--- src/include/ex_defs.svh ---
// Execute stage constants: RV32 major opcodes and ALU funct3 codes.
`ifndef EX_DEFS_SVH
`define EX_DEFS_SVH

// Major opcodes, taken from instruction bits 6 to 2.
// Memory access.
`define EX_RV_OP_LOAD    5'b00000
`define EX_RV_OP_STORE   5'b01000

// Control transfer.
`define EX_RV_OP_BRANCH  5'b11000
`define EX_RV_OP_JAL     5'b11011
`define EX_RV_OP_JALR    5'b11001

// Register-register and register-immediate arithmetic.
// M extension shares the OP opcode, with funct7 bit 25 set.
`define EX_RV_OP_OP      5'b01100
`define EX_RV_OP_OP_IMM  5'b00100

// Upper immediates.
`define EX_RV_OP_LUI     5'b01101
`define EX_RV_OP_AUIPC   5'b00101

// ALU function codes, taken from funct3.
// ADD also covers SUB when funct7 bit 30 is set on OP.
`define EX_RV_ALU_ADD    3'b000
`define EX_RV_ALU_SLL    3'b001
`define EX_RV_ALU_SLT    3'b010
`define EX_RV_ALU_SLTU   3'b011
`define EX_RV_ALU_XOR    3'b100

// SRL also covers SRA when funct7 bit 30 is set.
`define EX_RV_ALU_SRL    3'b101
`define EX_RV_ALU_OR     3'b110
`define EX_RV_ALU_AND    3'b111

// Branch funct3 codes reuse the comparator.
// Bit 12 inverts the condition, bit 14 picks less-than over equal,
// and bit 13 picks an unsigned compare.

`endif

--- src/ex_pkg.sv ---
// Execute stage types: data vectors and the ID/EX and EX/MEM pipeline structs.
`default_nettype none

package ex_pkg;

    // Data word of the integer datapath.
    typedef logic [31:0] word_t;

    // Instruction address; bit 0 is always zero and not stored.
    typedef logic [31:1] pc_t;

    // Raw instruction word.
    typedef logic [31:0] insn_t;

    // Trap cause code.
    typedef logic [3:0] cause_t;

    // Architectural register index.
    typedef logic [4:0] regidx_t;

    // What the decode stage hands to EX.
    typedef struct packed {
        logic   valid;
        pc_t    pc;
        insn_t  insn;
        logic   use_rd;
        word_t  rs1_val;
        word_t  rs2_val;
        logic   branch;
        logic   branch_predict;
        logic   trap;
        cause_t cause;
    } id_ex_t;

    // What EX hands to the memory stage.
    typedef struct packed {
        logic   valid;
        pc_t    pc;
        insn_t  insn;
        logic   use_rd;
        // ALU result or memory address.
        word_t  result;
        word_t  store_data;
        logic   trap;
        cause_t cause;
    } ex_mem_t;

endpackage

`default_nettype wire

--- src/ex_hazard.sv ---
// Load-use hazard detector: stalls ID when it reads the rd of a load in EX.
`timescale 1ns/1ps
`default_nettype none
`include "ex_defs.svh"

module ex_hazard (
    input  ex_pkg::insn_t  next_insn,
    input  ex_pkg::insn_t  ex_insn,
    input  logic           ex_valid,
    output logic           load_use_stall
);
    import ex_pkg::*;

    logic [4:0] next_op;
    regidx_t    rs1;
    regidx_t    rs2;
    regidx_t    ex_rd;
    logic       use_rs1;
    logic       use_rs2;
    logic       ex_load;

    assign next_op = next_insn[6:2];
    assign rs1     = next_insn[19:15];
    assign rs2     = next_insn[24:20];
    assign ex_rd   = ex_insn[11:7];

    // Source register use of the instruction in ID.
    assign use_rs1 = (next_op == `EX_RV_OP_OP) || (next_op == `EX_RV_OP_BRANCH)
                   || (next_op == `EX_RV_OP_OP_IMM) || (next_op == `EX_RV_OP_LOAD)
                   || (next_op == `EX_RV_OP_STORE);
    assign use_rs2 = (next_op == `EX_RV_OP_OP) || (next_op == `EX_RV_OP_BRANCH);

    // x0 never carries a hazard.
    assign ex_load = ex_valid && (ex_insn[6:2] == `EX_RV_OP_LOAD) && (ex_rd != '0);

    assign load_use_stall = ex_load
                          && ((use_rs1 && (rs1 == ex_rd)) || (use_rs2 && (rs2 == ex_rd)));
endmodule

`default_nettype wire

--- config.mk ---
export PLATFORM = sky130hd
export DESIGN_NAME = ex_hazard
export DESIGN_NICKNAME = d
export VERILOG_FILES = /design/src/ex_pkg.sv /design/src/ex_hazard.sv
export VERILOG_INCLUDE_DIRS = /design/src /design/src/include
export SDC_FILE = /design/constraint.sdc
export NUM_CORES = 1
export LEC_CHECK = 0
export ABC_AREA = 1
export ABC_CLOCK_PERIOD_IN_PS = 800
export BUFFER_PORTS_ARGS = -buffer_cell sky130_fd_sc_hd__clkbuf_2
export CORE_AREA = 2 2 39 41
export DETAILED_ROUTE_END_ITERATION = 10
export DIE_AREA = 0 0 41 43
export PLACE_DENSITY = 0.74
export SYNTH_ARGS = -nofsm -noshare
export SYNTH_HDL_FRONTEND = slang
export SYNTH_SLANG_ARGS = --single-unit
--- constraint.sdc ---
create_clock -name vclk -period 0.8
set_input_delay 0.08 -clock vclk [all_inputs]
set_output_delay 0.08 -clock vclk [all_outputs]
set_load 0.03 [all_outputs]
==> results.md <==
* Largest family of logic cells by synthesized area: simple AND/OR/NAND/NOR gates
* Share of the synthesized area in the top cell type at 0.352
* Post-Syn Instances at 58
* M3 GR Usage at 0.00524
* Sequential element share of the synthesized area at 0
* Final Critical Period at 0.908 ns
* Yosys top cell by area: nand2_1
* Design Area, Final at 467 um2
* CP Capture Type: primary output
* Multiplexer area fraction after synthesis at 0
* Post-route DRC at 0
* GP Congestion at approximately 0.7
* Syn_nets at ~120
* Antenna violations before repair at 0
* Final core utilization at 0.337
* FF/Latch Area at 0 um2
* Final Cycle Share at 1.13
* Gr usage total at 0.0779
* Top post-synthesis cells by area: nand2_1 (35%), inv_1 (18%), nor2_1 (17%)
* Area growth syn-to-layout at 90.3%
* Slew HR at 0.869
* Drt first pass iters at 1
* Yosys warning total at 0
* Initial Utilization at 0.177
* Fraction of the mapped netlist area in adder cells at 0
* # IOs at 66
* Met1 Use GR at 0.0918
* Dpl hpwl at between 600 and 700 um
* Post-Synthesis Cell Area at ~250 um2
* Fin nets at approximately 150
* Largest net degree at the start of global routing at 5
* Number of post-CTS setup repair buffers at 0
* Seq_cells at 0
* WHS Endpoint: load_use_stall
* Die Ht at 43 um
* Hold_sp: next_insn[2]
* Post-synthesis cell type count at 12
* Unrepaired setup endpoints after global routing: true
* Most Crowded Layer GR: met2
* WL final at approximately 730 um
* Hold path cells at 7
* Final-report hold violation count at 0
* IO buf count at 27
* WP data arrival at between 0.8 and 0.9 ns
* Chip width at between 40 and 50 um
* FP Rows at 14
* DR iter-0 viols at 0
* Detail Route Antenna Nets at 0
* Pins Over Slew Limit at 0
* Routed vias/inst at ~4.0
* P_leak at 0.298 nW
* First-pass GRT wire length at 1050 um
* Wire length per cell at between 7 and 8 um
* Placed cell area at between 400 and 500 um2
* Peak supply drop at around 0.10 mV
* DIE AREA at ~1800 um2
* Layout cells sized above 1 at 0.437
* Post-Layout Cell Count at approximately 100
* Peak Freq at between 1 and 1.5 GHz
* Synth Area in Compound Gates at 0.0765
* Status: complete, but fails checks
* Max cap viols at 0
* Area of the core at between 1000 and 1500 um2
* CP required at between 0.7 and 0.8 ns
* Power Density at between 300 and 400 nW/um2
* Hold Crit Class: input pin to primary output
* Vias at ~400
* PnR worst setup slack at -0.108 ns
* CLK BUF at 0
* Vias in the first global route at just over 300
* Congestion Overflow GR at 0
* Violated checks: setup timing
* Placed insts at between 100 and 150
* Slew @ Worst Pin at between 0.15 and 0.2 ns
* Post-synthesis average cell area at 4.23 um2
* Maximum net fanout on the critical path at 4
* WS Path Type: input pin to primary output
* Simple-Gate Fraction of Synth Area at 0.653
* Met2 Usage GRT at 0.150
* Startpoint types: input pin
* Number of diodes at 0
* Xor and xnor area share after synthesis at 0.0714
* Final setup fails at 1
==> metal layers <==
metal / vias to the layer above / routed length (um) / part of all wire
li1: 230 / - / -
met1: 161 / 275 / 0.38
met2: 17 / 371 / 0.51
met3: 0 / 79 / 0.11
met4: 0 / 0 / 0
met5: - / 0 / 0
==> critical path: stages <==
cell	delay, ns
buf_8	0.10
xor2_1	0.13
nor2_1	0.11
nand3_1	0.09
a21oi_2	0.15
clkbuf_8	0.17
==> cells in the final DEF (no fill, tap or decap) <==
| master | n |
|---|---|
| nand3b_1 | 1 |
| buf_6 | 2 |
| nand3_1 | 3 |
| a21oi_1 | 1 |
| a21oi_2 | 1 |
| nand3_2 | 1 |
| xor2_1 | 1 |
| buf_4 | 4 |
| inv_2 | 4 |
| clkbuf_8 | 1 |
| xnor2_1 | 1 |
| buf_8 | 1 |
| nor3_2 | 1 |
| o21ai_0 | 1 |
| clkbuf_2 | 20 |
| inv_1 | 9 |
| nand2_1 | 23 |
| nor2_1 | 9 |
| buf_2 | 1 |
| nor2_2 | 2 |
==> worst max path at each step <==
stage | startpoint | endpoint | depth (start not counted)
floorplan | ex_insn[11] | load_use_stall | 6
global placement | ex_insn[8] | load_use_stall | 8
detailed placement | ex_insn[8] | load_use_stall | 8
CTS | ex_insn[9] | load_use_stall | 8
global route | next_insn[22] | load_use_stall | 8
finish | ex_insn[8] | load_use_stall | 6
==> per-stage QoR <==
step / power (mW) / hold WS, ns / worst slack (ns) / TNS [ns]
floorplan: 0.0716 / 0.379 / 0.00700 / 0
global placement: 0.161 / 0.626 / -0.152 / -0.152
detailed placement: 0.166 / 0.616 / -0.170 / -0.170
CTS: 0.171 / 0.601 / -0.131 / -0.131
global route: 0.215 / 0.622 / -0.164 / -0.164
finish: 0.186 / 0.580 / -0.108 / -0.108
==> synth_stat cells, drive strengths merged <==
| cell type | count |
|---|---|
| o21ai | 1 |
| xnor2 | 1 |
| nand3b | 1 |
| nand2 | 23 |
| a21oi | 2 |
| nor2 | 11 |
| nor3 | 1 |
| nand3 | 4 |
| xor2 | 1 |
| inv | 13 |
==> cell families after synthesis <==
| family | count (synthesis) |
|---|---|
| AO/OA/AOI/OAI | 3 |
| buffers and inverters | 13 |
| AND/OR/NAND/NOR | 40 |
| XOR/XNOR | 2 |
==> cell type report <==
type,count,area [um2]
Inverter,13,48.8
Multi-Input combinational cell,45,211
Fill cell,167,917
Tap cell,16,20.0
Timing Repair Buffer,29,186
==> timing repair <==
action	in CTS	in global routing
pin swaps	1	10
resized for setup	3	17
setup endpoints to repair	1	1
hold buffers	0	0
cloned	0	0
==> report_power, final <==
group	internal, mW	switching, mW
Combinational	0.103	0.0831
Sequential	0	0
Clock	0	0
No activity file was read; power rests on OpenSTA's default activity.
